==> src/rtl/hub_macros.svh <==
`ifndef HUB_MACROS_SVH
`define HUB_MACROS_SVH

`define HUB_ADDR_W	5
`define HUB_DATA_W	32
`define TAG_W		4

// Words the host writes
`define A_SPI_TXD	5'd0
`define A_SPI_CTL	5'd1
`define A_UART_TXD	5'd2
`define A_UART_CTL	5'd3

// Words the scheduler writes
`define A_SPI_STAT	5'd16
`define A_SPI_RXD	5'd17
`define A_UART_STAT	5'd18
`define A_UART_RXD	5'd19
`define SCHED_OWN_BIT	4	// Set in every scheduler-owned address

`define SPI_CTL_TAG	3:0
`define SPI_CTL_SEL	5:4
`define SPI_CTL_LEN	12:8	// Bit count minus one
`define SPI_CTL_DIV	23:16	// Half-period minus one
`define UART_CTL_TAG	3:0
`define UART_CTL_DIV	31:16	// Clocks per bit

`define SPI_STAT_TAG	3:0
`define SPI_STAT_BUSY	4
`define UART_STAT_TAG	3:0
`define UART_STAT_BUSY	4
`define UART_STAT_RXCNT	15:8

`endif

==> src/rtl/hub_pkg.sv <==
`include "hub_macros.svh"

package hub_pkg;

	typedef enum logic [1:0] {
		SPI_IDLE,
		SPI_SHIFT,
		SPI_DONE	// Last high half-period before the select is released
	} spi_state_t;

	typedef enum logic [1:0] {
		U_IDLE,
		U_START,
		U_DATA,
		U_STOP
	} uart_state_t;

	typedef enum logic [2:0] {
		SL_SPI_TXD,
		SL_SPI_CTL,
		SL_SPI_STAT,
		SL_SPI_RXD,
		SL_UART_TXD,
		SL_UART_CTL,
		SL_UART_STAT,
		SL_UART_RXD
	} sched_slot_t;

	typedef struct packed {
		logic [`HUB_DATA_W-1:0] data;	// Sent from bit 31 down
		logic [4:0]             len;
		logic [1:0]             sel;
		logic [7:0]             div;	// Each sck half lasts div+1 clocks
	} spi_cmd_t;

	typedef struct packed {
		logic [7:0]  data;
		logic [15:0] div;
	} uart_tx_cmd_t;

	typedef struct packed {
		logic                   busy;
		logic [`HUB_DATA_W-1:0] rxd;	// Right-justified
	} spi_stat_t;

endpackage

==> src/rtl/mem_sched.sv <==
`timescale 1ns/1ps
`include "hub_macros.svh"

module mem_sched import hub_pkg::*; (
	input  logic                   clk,
	input  logic                   nrst,
	output logic [`HUB_ADDR_W-1:0] o_addr,
	output logic                   o_we,
	output logic [`HUB_DATA_W-1:0] o_wdata,
	input  logic [`HUB_DATA_W-1:0] i_rdata,
	output spi_cmd_t               o_spi_cmd,
	output logic                   o_spi_valid,
	input  logic                   i_spi_ready,
	input  spi_stat_t              i_spi_stat,
	output uart_tx_cmd_t           o_utx_cmd,
	output logic                   o_utx_valid,
	input  logic                   i_utx_ready,
	input  logic                   i_utx_busy,
	output logic [15:0]            o_urx_div,
	input  logic [7:0]             i_urx_byte,
	input  logic                   i_urx_valid
);
	sched_slot_t            slot;
	logic [`HUB_DATA_W-1:0] spi_txd;
	logic [7:0]             utx_txd;
	logic [`TAG_W-1:0]      spi_pend, spi_last, spi_done;
	logic [`TAG_W-1:0]      utx_pend, utx_last, utx_done;
	logic                   spi_busy_q, utx_busy_q;
	logic                   spi_start, utx_start;
	logic [7:0]             rx_byte, rx_cnt;
	logic [`HUB_DATA_W-1:0] spi_stat_w, uart_stat_w;

	// Read data of the CTL word arrives in the STAT slot
	assign spi_start = (slot == SL_SPI_STAT) && !o_spi_valid &&
		(i_rdata[`SPI_CTL_TAG] != spi_last);
	assign utx_start = (slot == SL_UART_STAT) && !o_utx_valid &&
		(i_rdata[`UART_CTL_TAG] != utx_last);

	always_comb begin
		spi_stat_w                   = '0;
		spi_stat_w[`SPI_STAT_TAG]    = spi_done;
		spi_stat_w[`SPI_STAT_BUSY]   = i_spi_stat.busy;
		uart_stat_w                  = '0;
		uart_stat_w[`UART_STAT_TAG]  = utx_done;
		uart_stat_w[`UART_STAT_BUSY] = i_utx_busy;
		uart_stat_w[`UART_STAT_RXCNT] = rx_cnt;
	end

	always_comb begin
		o_addr  = `A_SPI_TXD;
		o_we    = 1'b0;
		o_wdata = '0;
		case (slot)
			SL_SPI_TXD:   o_addr = `A_SPI_TXD;
			SL_SPI_CTL:   o_addr = `A_SPI_CTL;
			SL_SPI_STAT: begin
				o_addr  = `A_SPI_STAT;
				o_we    = 1'b1;
				o_wdata = spi_stat_w;
			end
			SL_SPI_RXD: begin
				o_addr  = `A_SPI_RXD;
				o_we    = 1'b1;
				o_wdata = i_spi_stat.rxd;
			end
			SL_UART_TXD:  o_addr = `A_UART_TXD;
			SL_UART_CTL:  o_addr = `A_UART_CTL;
			SL_UART_STAT: begin
				o_addr  = `A_UART_STAT;
				o_we    = 1'b1;
				o_wdata = uart_stat_w;
			end
			SL_UART_RXD: begin
				o_addr  = `A_UART_RXD;
				o_we    = 1'b1;
				o_wdata = {24'd0, rx_byte};
			end
			default: o_addr = `A_SPI_TXD;
		endcase
	end

	always_ff @(posedge clk or negedge nrst) begin
		if (!nrst) begin
			slot        <= SL_SPI_TXD;
			o_spi_valid <= 1'b0;
			o_utx_valid <= 1'b0;
			spi_pend    <= '0;
			spi_last    <= '0;
			spi_done    <= '0;
			utx_pend    <= '0;
			utx_last    <= '0;
			utx_done    <= '0;
			spi_busy_q  <= 1'b0;
			utx_busy_q  <= 1'b0;
			o_urx_div   <= '0;
			rx_byte     <= '0;
			rx_cnt      <= '0;
		end else begin
			slot       <= sched_slot_t'(slot + 3'd1);	// Wraps after the UART RXD slot
			spi_busy_q <= i_spi_stat.busy;
			utx_busy_q <= i_utx_busy;
			if (o_spi_valid && i_spi_ready) begin
				o_spi_valid <= 1'b0;
				spi_last    <= spi_pend;
			end
			if (spi_start) begin
				o_spi_valid <= 1'b1;
				spi_pend    <= i_rdata[`SPI_CTL_TAG];
			end
			if (spi_busy_q && !i_spi_stat.busy)
				spi_done <= spi_last;	// Transfer just finished
			if (o_utx_valid && i_utx_ready) begin
				o_utx_valid <= 1'b0;
				utx_last    <= utx_pend;
			end
			if (utx_start) begin
				o_utx_valid <= 1'b1;
				utx_pend    <= i_rdata[`UART_CTL_TAG];
			end
			if (utx_busy_q && !i_utx_busy)
				utx_done <= utx_last;
			if (slot == SL_UART_STAT)
				o_urx_div <= i_rdata[`UART_CTL_DIV];	// Receiver follows every CTL read
			if (i_urx_valid) begin
				rx_byte <= i_urx_byte;
				rx_cnt  <= rx_cnt + 8'd1;
			end
		end
	end

	always_ff @(posedge clk) begin
		if (slot == SL_SPI_CTL)
			spi_txd <= i_rdata;
		if (slot == SL_UART_CTL)
			utx_txd <= i_rdata[7:0];
		if (spi_start)
			o_spi_cmd <= '{data: spi_txd, len: i_rdata[`SPI_CTL_LEN],
				sel: i_rdata[`SPI_CTL_SEL], div: i_rdata[`SPI_CTL_DIV]};
		if (utx_start)
			o_utx_cmd <= '{data: utx_txd, div: i_rdata[`UART_CTL_DIV]};
	end

endmodule

==> src/rtl/periph_hub.sv <==
`timescale 1ns/1ps
`include "hub_macros.svh"

module periph_hub import hub_pkg::*; (
	input  logic                   clk,
	input  logic                   nrst,
	input  logic                   i_host_valid,
	input  logic                   i_host_we,
	input  logic [`HUB_ADDR_W-1:0] i_host_addr,
	input  logic [`HUB_DATA_W-1:0] i_host_wdata,
	output logic                   o_host_ready,
	output logic [`HUB_DATA_W-1:0] o_host_rdata,
	output logic                   o_host_rvalid,
	output logic                   o_spi_sck,
	output logic                   o_spi_mosi,
	input  logic                   i_spi_miso,
	output logic [3:0]             o_spi_ss_n,
	output logic                   o_uart_tx,
	input  logic                   i_uart_rx
);
	logic [`HUB_ADDR_W-1:0] s_addr;
	logic                   s_we;
	logic [`HUB_DATA_W-1:0] s_wdata;
	logic [`HUB_DATA_W-1:0] s_rdata;
	spi_cmd_t               spi_cmd;
	logic                   spi_valid, spi_ready;
	spi_stat_t              spi_stat;
	uart_tx_cmd_t           utx_cmd;
	logic                   utx_valid, utx_ready, utx_busy;
	logic [15:0]            urx_div;
	logic [7:0]             urx_byte;
	logic                   urx_valid;

	reg_mem u_mem (
		.clk        (clk),
		.nrst       (nrst),
		.i_h_valid  (i_host_valid),
		.i_h_we     (i_host_we),
		.i_h_addr   (i_host_addr),
		.i_h_wdata  (i_host_wdata),
		.o_h_ready  (o_host_ready),
		.o_h_rdata  (o_host_rdata),
		.o_h_rvalid (o_host_rvalid),
		.i_s_addr   (s_addr),
		.i_s_we     (s_we),
		.i_s_wdata  (s_wdata),
		.o_s_rdata  (s_rdata)
	);

	mem_sched u_sched (
		.clk         (clk),
		.nrst        (nrst),
		.o_addr      (s_addr),
		.o_we        (s_we),
		.o_wdata     (s_wdata),
		.i_rdata     (s_rdata),
		.o_spi_cmd   (spi_cmd),
		.o_spi_valid (spi_valid),
		.i_spi_ready (spi_ready),
		.i_spi_stat  (spi_stat),
		.o_utx_cmd   (utx_cmd),
		.o_utx_valid (utx_valid),
		.i_utx_ready (utx_ready),
		.i_utx_busy  (utx_busy),
		.o_urx_div   (urx_div),
		.i_urx_byte  (urx_byte),
		.i_urx_valid (urx_valid)
	);

	spi_master u_spi (
		.clk     (clk),
		.nrst    (nrst),
		.i_cmd   (spi_cmd),
		.i_valid (spi_valid),
		.o_ready (spi_ready),
		.o_stat  (spi_stat),
		.o_sck   (o_spi_sck),
		.o_mosi  (o_spi_mosi),
		.i_miso  (i_spi_miso),
		.o_ss_n  (o_spi_ss_n)
	);

	uart_tx u_utx (
		.clk     (clk),
		.nrst    (nrst),
		.i_cmd   (utx_cmd),
		.i_valid (utx_valid),
		.o_ready (utx_ready),
		.o_busy  (utx_busy),
		.o_tx    (o_uart_tx)
	);

	uart_rx u_urx (
		.clk     (clk),
		.nrst    (nrst),
		.i_div   (urx_div),
		.i_rx    (i_uart_rx),
		.o_byte  (urx_byte),
		.o_valid (urx_valid)
	);

endmodule

==> src/rtl/reg_mem.sv <==
`timescale 1ns/1ps
`include "hub_macros.svh"

module reg_mem (
	input  logic                   clk,
	input  logic                   nrst,
	input  logic                   i_h_valid,
	input  logic                   i_h_we,
	input  logic [`HUB_ADDR_W-1:0] i_h_addr,
	input  logic [`HUB_DATA_W-1:0] i_h_wdata,
	output logic                   o_h_ready,
	output logic [`HUB_DATA_W-1:0] o_h_rdata,
	output logic                   o_h_rvalid,
	input  logic [`HUB_ADDR_W-1:0] i_s_addr,
	input  logic                   i_s_we,
	input  logic [`HUB_DATA_W-1:0] i_s_wdata,
	output logic [`HUB_DATA_W-1:0] o_s_rdata
);
	logic [`HUB_DATA_W-1:0] mem [2**`HUB_ADDR_W];
	logic                   h_acc;

	assign o_h_ready = !(i_s_we && (i_s_addr == i_h_addr));	// Scheduler wins a clash
	assign h_acc     = i_h_valid && o_h_ready;

	always_ff @(posedge clk or negedge nrst) begin
		if (!nrst) begin
			for (int i = 0; i < 2**`HUB_ADDR_W; i++)
				mem[i] <= '0;
			o_h_rvalid <= 1'b0;
		end else begin
			if (i_s_we)
				mem[i_s_addr] <= i_s_wdata;
			if (h_acc && i_h_we && !i_h_addr[`SCHED_OWN_BIT])
				mem[i_h_addr] <= i_h_wdata;	// Status half is read-only to the host
			o_h_rvalid <= h_acc && !i_h_we;
		end
	end

	// Both read ports return data one cycle after the address
	always_ff @(posedge clk) begin
		o_s_rdata <= mem[i_s_addr];
		if (h_acc && !i_h_we)
			o_h_rdata <= mem[i_h_addr];
	end

endmodule

==> src/rtl/spi_master.sv <==
`timescale 1ns/1ps

module spi_master import hub_pkg::*; (
	input  logic       clk,
	input  logic       nrst,
	input  spi_cmd_t   i_cmd,
	input  logic       i_valid,
	output logic       o_ready,
	output spi_stat_t  o_stat,
	output logic       o_sck,
	output logic       o_mosi,
	input  logic       i_miso,
	output logic [3:0] o_ss_n
);
	spi_state_t  state;
	logic [31:0] tx_sr;
	logic [31:0] rx_sr;
	logic [4:0]  bits_left;
	logic [7:0]  div;
	logic [7:0]  div_cnt;
	logic        half_end;

	assign o_ready     = (state == SPI_IDLE);
	assign o_stat.busy = (state != SPI_IDLE);
	assign o_stat.rxd  = rx_sr;
	assign o_mosi      = tx_sr[31];
	assign half_end    = (div_cnt == div);

	always_ff @(posedge clk or negedge nrst) begin
		if (!nrst) begin
			state     <= SPI_IDLE;
			o_sck     <= 1'b0;
			o_ss_n    <= '1;
			tx_sr     <= '0;
			rx_sr     <= '0;
			bits_left <= '0;
			div       <= '0;
			div_cnt   <= '0;
		end else begin
			div_cnt <= (state == SPI_IDLE || half_end) ? 8'd0 : div_cnt + 8'd1;
			case (state)
				SPI_IDLE: if (i_valid) begin
					state     <= SPI_SHIFT;
					o_ss_n    <= ~(4'b0001 << i_cmd.sel);
					tx_sr     <= i_cmd.data;
					rx_sr     <= '0;
					bits_left <= i_cmd.len;
					div       <= i_cmd.div;
				end
				SPI_SHIFT: if (half_end) begin
					o_sck <= ~o_sck;
					if (!o_sck) begin
						rx_sr <= {rx_sr[30:0], i_miso};	// Sample on rising sck
						if (bits_left == 5'd0)
							state <= SPI_DONE;
					end else begin
						tx_sr     <= tx_sr << 1;	// Next bit on falling sck
						bits_left <= bits_left - 5'd1;
					end
				end
				SPI_DONE: if (half_end) begin
					o_sck  <= 1'b0;
					o_ss_n <= '1;
					state  <= SPI_IDLE;
				end
				default: state <= SPI_IDLE;
			endcase
		end
	end

endmodule

==> src/rtl/uart_rx.sv <==
`timescale 1ns/1ps

module uart_rx import hub_pkg::*; (
	input  logic        clk,
	input  logic        nrst,
	input  logic [15:0] i_div,
	input  logic        i_rx,
	output logic [7:0]  o_byte,
	output logic        o_valid
);
	uart_state_t state;
	logic        rx_s1, rx_s2;
	logic [15:0] cnt;
	logic [2:0]  bit_idx;
	logic [7:0]  sh;
	logic        bit_end;

	assign bit_end = (cnt == i_div - 16'd1);

	always_ff @(posedge clk or negedge nrst) begin
		if (!nrst) begin
			rx_s1   <= 1'b1;
			rx_s2   <= 1'b1;
			state   <= U_IDLE;
			cnt     <= '0;
			bit_idx <= '0;
			o_valid <= 1'b0;
		end else begin
			rx_s1   <= i_rx;	// Two-flop synchronizer
			rx_s2   <= rx_s1;
			o_valid <= 1'b0;
			case (state)
				U_IDLE: begin
					cnt <= 16'd1;	// Edge cycle counts as the first start-bit clock
					if (!rx_s2)
						state <= U_START;
				end
				U_START: if (cnt >= (i_div >> 1)) begin
					cnt     <= '0;
					bit_idx <= '0;
					state   <= rx_s2 ? U_IDLE : U_DATA;	// Glitch returns to idle
				end else
					cnt <= cnt + 16'd1;
				U_DATA: if (bit_end) begin
					cnt     <= '0;
					bit_idx <= bit_idx + 3'd1;
					if (bit_idx == 3'd7)
						state <= U_STOP;
				end else
					cnt <= cnt + 16'd1;
				U_STOP: if (bit_end) begin
					state   <= U_IDLE;
					o_valid <= rx_s2;	// Bad stop bit drops the frame
				end else
					cnt <= cnt + 16'd1;
				default: state <= U_IDLE;
			endcase
		end
	end

	always_ff @(posedge clk) begin
		if (state == U_DATA && bit_end)
			sh <= {rx_s2, sh[7:1]};
		if (state == U_STOP && bit_end)
			o_byte <= sh;
	end

endmodule

==> src/rtl/uart_tx.sv <==
`timescale 1ns/1ps

module uart_tx import hub_pkg::*; (
	input  logic         clk,
	input  logic         nrst,
	input  uart_tx_cmd_t i_cmd,
	input  logic         i_valid,
	output logic         o_ready,
	output logic         o_busy,
	output logic         o_tx
);
	uart_state_t state;
	logic [7:0]  sh;
	logic [15:0] div;
	logic [15:0] cnt;
	logic [2:0]  bit_idx;
	logic        bit_end;

	assign o_ready = (state == U_IDLE);
	assign o_busy  = !o_ready;
	assign bit_end = (cnt == div - 16'd1);

	always_ff @(posedge clk or negedge nrst) begin
		if (!nrst) begin
			state   <= U_IDLE;
			o_tx    <= 1'b1;	// Line idles high
			cnt     <= '0;
			bit_idx <= '0;
		end else begin
			cnt <= (state == U_IDLE || bit_end) ? 16'd0 : cnt + 16'd1;
			case (state)
				U_IDLE: if (i_valid) begin
					state <= U_START;
					o_tx  <= 1'b0;
				end
				U_START: if (bit_end) begin
					state   <= U_DATA;
					o_tx    <= sh[0];
					bit_idx <= 3'd0;
				end
				U_DATA: if (bit_end) begin
					if (bit_idx == 3'd7) begin
						state <= U_STOP;
						o_tx  <= 1'b1;
					end else begin
						o_tx    <= sh[bit_idx + 3'd1];	// LSB first
						bit_idx <= bit_idx + 3'd1;
					end
				end
				U_STOP: if (bit_end)
					state <= U_IDLE;
				default: state <= U_IDLE;
			endcase
		end
	end

	always_ff @(posedge clk) begin
		if (o_ready && i_valid) begin
			sh  <= i_cmd.data;
			div <= i_cmd.div;
		end
	end

endmodule

==> config.mk <==
export PLATFORM = sky130hd
export DESIGN_NAME = periph_hub
export DESIGN_NICKNAME = d
export VERILOG_FILES = /design/src/rtl/hub_pkg.sv /design/src/rtl/mem_sched.sv /design/src/rtl/periph_hub.sv /design/src/rtl/reg_mem.sv /design/src/rtl/spi_master.sv /design/src/rtl/uart_rx.sv /design/src/rtl/uart_tx.sv
export VERILOG_INCLUDE_DIRS = /design/src /design/src/rtl
export SDC_FILE = /design/constraint.sdc
export NUM_CORES = 2
export LEC_CHECK = 0
export BUFFER_PORTS_ARGS = -buffer_cell sky130_fd_sc_hd__clkbuf_2
export CAP_MARGIN = 30
export CORE_AREA = 10 10 396 398
export CTS_BUF_LIST = sky130_fd_sc_hd__clkbuf_16
export DETAILED_ROUTE_END_ITERATION = 16
export DIE_AREA = 0 0 406 408
export PLACE_DENSITY = 0.54
export SYNTH_ARGS = -nofsm -noshare
export SYNTH_HDL_FRONTEND = slang
export SYNTH_SLANG_ARGS = --single-unit
export TNS_END_PERCENT = 30
==> constraint.sdc <==
create_clock -name clk -period 6.3 [get_ports clk]
set_clock_uncertainty 0.15 [all_clocks]
set_input_delay 1.575 -clock clk [delete_from_list [all_inputs] [get_ports clk]]
set_output_delay 1.575 -clock clk [all_outputs]
set_load 0.05 [all_outputs]
### After elaboration in Yosys (flattened, before gate mapping)

Cells that the tools add are included.
W data, S select, Z words.

* output and inout port bits: 41
* logic and storage cells: 273
* input bits: 43
* flip-flop bits (word level): 1441

* shifts and indexed selects: 1
* eq/ne operators: 41
* $add $sub $neg: 10
* bitwise logic cells: 4
* muxes and demuxes: 80
* reductions and logical operators: 52
* magnitude comparators: 6

Operators by type and width (number)
* $bwmux W1024: 2
* $mux W1024: 2
* $mux W32: 12
* $bmux W32 S5: 2
* $demux W32 S5: 2
* $pmux W32 S2: 2
* $pmux W32 S4: 1
* $mux W16: 4
* $pmux W16 S4: 1
* $pmux W5 S8: 1
* $add A16 B1 Y16 const B: 2
* $eq A16 B16 Y1: 2
* $mux W2: 16
* $sub A16 B1 Y16 const B: 2
* $ne A2 B1 Y1 const B: 13
* $eq A3 B3 Y1 const B: 6
* $logic_and A1 B1 Y1: 17
* $add A8 B1 Y8 const B: 2
* $ge A16 B15 Y1: 1
* $pmux W2 S4: 2
* $reduce_and A4 Y1: 4
* $reduce_bool A2 Y1: 8
* $mux W3: 5
* $mux W5: 3
* 37 further kinds: 82

### Depth between registers and ports, before layout

* word-level depth: 11
* mapped depth: 15
* mapped depth without buffers: 10

### Cells and area by module

From an unflattened synthesis, not the netlist that was laid out.

* cell total of the unflattened synthesis: 5328
* area, all modules: 77390.5 um^2

Modules (own cells, without submodules)
* reg_mem: cells an instance 4004, area each 61192.4 um^2, instances 1, seq. area each 27251.1 um^2
* mem_sched: cells an instance 370, area each 6316.1 um^2, instances 1, seq. area each 4909.7 um^2
* spi_master: cells an instance 437, area each 4458.0 um^2, instances 1, seq. area each 2307.2 um^2
* uart_rx: cells an instance 288, area each 2842.7 um^2, instances 1, seq. area each 1083.5 um^2
* uart_tx: cells an instance 229, area each 2581.2 um^2, instances 1, seq. area each 1272.5 um^2

### Worst setup path after synthesis

Ideal clock, no wire load.

* path type: register to register
* start: reg u_sched.slot[1]
* end: reg u_mem.mem[979] (netlist name)
* period minus slack after synthesis: 4.724 ns
* path slack: 1.576 ns
* setup time: 0.083 ns
* arrival: 4.491 ns
* buffers on the path: 6
* cell stages (with the launch flop): 14
* data required time: 6.067 ns
* cells stage by stage: dfrtp_1 clkbuf_1 inv_1 buf_1 clkbuf_1 ha_1 clkbuf_1 nor2b_1 nand2_1 clkbuf_1 clkbuf_1 o21ai_0 nand2_1 o21ai_0

* word-level cells in the longest chain between the ends: 11
* elaborated cells on any way between the ends: 28
* classes of those cells: 2 x order compare; 8 x eq/ne; 9 x mux; 1 x bitwise; 8 x reduce/logical

RTL lines
* start: declaration: line mem_sched.sv:23 `sched_slot_t slot;`
* start signal: assignment: line mem_sched.sv:99 `slot <= sched_slot_t'(slot + 3'd1);`
* $eq A3 B3 Y1 (tied with other cells): line mem_sched.sv:53 `case (slot)`
* $pmux W5 S8: line mem_sched.sv:53
* $not A5 Y6 (not written as such): line reg_mem.sv:32 `mem[i_s_addr] <= i_s_wdata;`
* $ge A6 B6 Y1 (not written as such) / $lt A6 B1 Y1 (equally long branches): line reg_mem.sv:32
* $logic_and A1 B1 Y1 (not written as such): line reg_mem.sv:32
* $mux W32 (not written as such): line reg_mem.sv:32
* $demux W32 S5: line reg_mem.sv:32
* $bwmux W1024: line reg_mem.sv:32
* $mux W1024: line reg_mem.sv:31 `if (i_s_we)`
* $bwmux W1024: line reg_mem.sv:34 `mem[i_h_addr] <= i_h_wdata;`
* $mux W1024 *: line reg_mem.sv:33 `` if (h_acc && i_h_we && !i_h_addr[`SCHED_OWN_BIT]) ``
* end signal: indexed assignment: line reg_mem.sv:32
* end signal: indexed assignment: line reg_mem.sv:34
* end: declaration: line reg_mem.sv:19 `` logic [`HUB_DATA_W-1:0] mem [2**`HUB_ADDR_W]; ``

Mark *: on every way between the ends. The rest lies on a longest branch, timed or not. The select of a mux whose other input is x is not followed.
A chain may end at the register's enable or synchronous reset.

### Worst setup path after layout

* start: reg u_sched.slot[1]
* end: out o_host_ready

* word-level cells in the longest chain between the ends: 5
* elaborated cells on any way between the ends: 14
* classes of those cells: 8 x eq/ne; 2 x mux; 4 x reduce/logical

RTL lines
* $eq A3 B3 Y1 (tied with other cells): line mem_sched.sv:53
* $pmux W5 S8 / $reduce_or A4 Y1 (equally long branches)
* $eq A5 B5 Y1 / $mux W1 (equally long branches): line reg_mem.sv:22, mem_sched.sv:53
* $logic_and A1 B1 Y1 *: line reg_mem.sv:22 `assign o_h_ready = !(i_s_we && (i_s_addr == i_h_addr));`
* $logic_not A1 Y1 *: line reg_mem.sv:22
* end: declaration: line periph_hub.sv:11 `output logic o_host_ready,`

Marks and branches as above.

==> flow_summary.json <==
{
  "finalNetCount": 4549,
  "placed_area_um2": 63200,
  "clockRootBuffer": "clkbuf_16",
  "peakVddDrop_v": 0.000226,
  "antenna_found_initial": 5,
  "fin_hold_ws_ns": 0.212,
  "ys_warn_count": 0,
  "drc_errors": 0,
  "rows": 142,
  "synthDistinctLibCells": 80,
  "min_period_ns": 5.15,
  "critPathBufInv": 1,
  "final_max_slew_viol_count": 0,
  "place.detailed.hpwl_mm": 95.5,
  "path_delay_family": "adder cells",
  "die_h_um": 408,
  "power_leakage_nw": 30.3,
  "synth-async-reset-ratio": 0.851,
  "stdcell_count": 6544,
  "routed_wl_mm": 158,
  "pin_count": 84,
  "power_density_nw_per_um2": 337,
  "setup_viol": 0,
  "drt_iter0_markers": 2888,
  "wl_per_cell_um": 24.1,
  "clk_latency_ns": 0.80,
  "netlist_instances": 4852,
  "arrival_ns": 3.42,
  "hold_depth": 0,
  "critPathMostFrequentCell": "ha_1",
  "worst_path_max_delay_cell": "dfrtp_4",
  "cts_resized": 0,
  "syn_area_um2": 61900,
  "gp_congestion": 0.783,
  "final_layout_size_suffix_gt1_frac": 0.259,
  "post-route-util": 0.459,
  "dieArea_um2": 166000,
  "cts_buffers": 155,
  "io_buffers": 83,
  "syn_avg_cell_area_um2": 12.8,
  "cp_max_fo": 23,
  "fin_area_um2": 68300,
  "start_util": 0.416,
  "hold_buffers": 0,
  "seq_area_frac_synth": 0.595,
  "final-hold-violation-count": 0,
  "ys_ff_latch": 1441,
  "vias": 36300,
  "syn2layout_area_growth_pct": 10.3,
  "worstPathRequired_ns": 4.58,
  "rsz0062_at_grt": "false",
  "htreeDepth": 4,
  "worstSetupPathType": "reg -> out",
  "worstMarginPinSlew_ns": 1.15,
  "slowest_delay_ns": 0.61,
  "synth_edf_count": 183,
  "grt_max_degree": 137,
  "r2r_start": "u_sched.slot[1]",
  "avgViaCountPerCell": 5.54,
  "synthFlopType": "dfrtp_1",
  "overflow": 0,
  "cts_buffer_depth": 3,
  "grt_pass1_vias": 37400,
  "cp-start-kind": "register",
  "coreArea_um2": 149000,
  "post-place-ws_ns": 1.51,
  "firstDrtPassIters": 6,
  "tns_ns": 0,
  "worst_slack_ns": 1.15,
  "run_status": "completed",
  "reg2reg_to": "u_mem.mem[633]",
  "endpoint_kind": "output port",
  "regToRegSetupSlack_ns": 1.83,
  "total_power_mw": 23.0,
  "clock_sinks": 1441,
  "cts_tree": "yes",
  "grt_pass1_wl_mm": 245,
  "antenna_left": 0,
  "place_inst": 6252,
  "fmax_ghz": 0.194,
  "crit_chain": "ha_1, ha_1, o22a_1, nor2_1, xor2_1, nand3_1, clkbuf_2",
  "drv_cap": 0,
  "min_delay_worst_endpoint": "u_urx.rx_s2",
  "globalRouteTotalUtil": 0.191,
  "min-delay-path-class": "reg -> reg",
  "r2r_cells": 11,
  "clkTransAtPathRegs_ns": 0.06,
  "relSlewSlack": 0.235,
  "min_from": "u_urx.rx_s1",
  "die_x_um": 406,
  "post_cts_buffers": 0,
  "synth_nets": 4936,
  "timing.final.crit_share": 0.817
}
[logic make-up (layout without fill, tap and decap cells)]
kind of cell    count (synthesis)  count (layout)  synth area share
compound gates                734             734            0.0721
xor+xnor                       79              79            0.0114
fa+ha+maj                      41              41           0.00828
buf+inv                       798             544            0.0489
flops                        1441            1441             0.595
mux                           791             791             0.192
other cells                     0               2                 0
simple gates                  968             968            0.0726
[registers in the layout (all words and copies together) (netlist names), 5 cells and up, named ones only]
register,flops
u_utx.sh,8
u_mem.o_h_rdata,32
u_spi.bits_left,5
u_sched.utx_txd,8
u_sched.rx_cnt,8
u_sched.o_spi_cmd,47
u_mem.o_s_rdata,32
u_spi.div_cnt,8
u_urx.cnt,16
u_sched.o_urx_div,16
u_urx.o_byte,8
u_utx.div,16
u_spi.div,8
u_mem.mem,1024
u_spi.rx_sr,32
u_sched.rx_byte,8
u_urx.sh,8
u_utx.cnt,16
u_sched.spi_txd,32
u_spi.tx_sr,32
u_sched.o_utx_cmd,24
[cells in the mapped netlist (5+ instances only)]
cell type | count | area [um^2]
a22o_1 | 17 | 149
dfxtp_1 | 32 | 641
a211o_1 | 19 | 166
nand3_1 | 126 | 631
buf_1 | 53 | 199
nor2b_1 | 53 | 332
and3_1 | 17 | 106
nor3b_1 | 10 | 75.1
or3_1 | 12 | 75.1
nand2_1 | 494 | 1850
o31ai_1 | 7 | 52.6
ha_1 | 41 | 513
nand4_1 | 48 | 300
xor2_1 | 37 | 324
mux2_2 | 460 | 5180
mux2i_1 | 58 | 581
nor4_1 | 10 | 62.6
or4_1 | 8 | 60.1
and2_1 | 5 | 31.3
a21o_1 | 10 | 75.1
dfrtp_1 | 1219 | 30500
a31oi_1 | 34 | 213
a32oi_1 | 5 | 43.8
nand2b_1 | 10 | 62.6
edfxtp_1 | 183 | 5500
nor2_1 | 102 | 383
a22oi_1 | 139 | 1040
a222oi_1 | 5 | 50.1
nor3_1 | 38 | 190
a21oi_1 | 71 | 355
o211ai_1 | 15 | 113
dfstp_2 | 7 | 184
mux4_2 | 272 | 6130
o21ai_0 | 375 | 1880
xnor2_1 | 41 | 359
nor4b_1 | 5 | 43.8
clkbuf_1 | 651 | 2440
inv_1 | 86 | 323
[routing by layer]
metal	share of wire	track usage	vias to the layer above
met5	0.00022	0	-
met4	0.022	0.0487	4
met3	0.040	0.0286	207
met2	0.46	0.291	762
met1	0.48	0.286	19000
li1	-	-	16300
[placed cells by master (no fill, tap or decap), types with 91 or more instances in the layout]
master and n:
a22oi_1 139, clkbuf_16 161, dfrtp_1 1217, edfxtp_1 183, inv_1 116, mux2_2 460
mux4_2 272, nand2_1 492, nand3_1 123, nor2_1 91, o21ai_0 375
[cell type report]
| cell class | instances | area (um^2) |
|---|---|---|
| Multi-Input combinational cell | 2613 | 22300 |
| Timing Repair Buffer | 167 | 1310 |
| Antenna cell | 2 | 5.00 |
| Clock buffer | 161 | 4030 |
| Sequential cell | 1441 | 36800 |
| Fill cell | 13300 | 80500 |
| Tap cell | 1944 | 2430 |
| Inverter | 87 | 327 |
| Clock inverter | 129 | 1140 |
[where the power goes]
group / internal [mW] / leakage (nW) / switching, mW
Clock: 5.35 / 2.64 / 3.88
Combinational: 1.28 / 9.05 / 1.64
Sequential: 10.3 / 18.6 / 0.592
Total: 16.9 / 30.3 / 6.11
[worst max path at each step]
stage / startpoint / to / slack, ns / cells after the start
global route: u_sched.slot[1] / o_host_ready / 1.03 / 7
detailed placement: i_host_addr[1] / u_mem.mem[797] / 1.51 / 6
global placement: i_host_addr[1] / u_mem.mem[795] / 1.52 / 6
finish: u_sched.slot[1] / o_host_ready / 1.15 / 7
CTS: u_sched.slot[1] / o_host_ready / 1.10 / 7
floorplan: u_sched.slot[1] / u_mem.mem[979] / 1.58 / 13
Note: power is estimated with default switching activity, not from simulation.
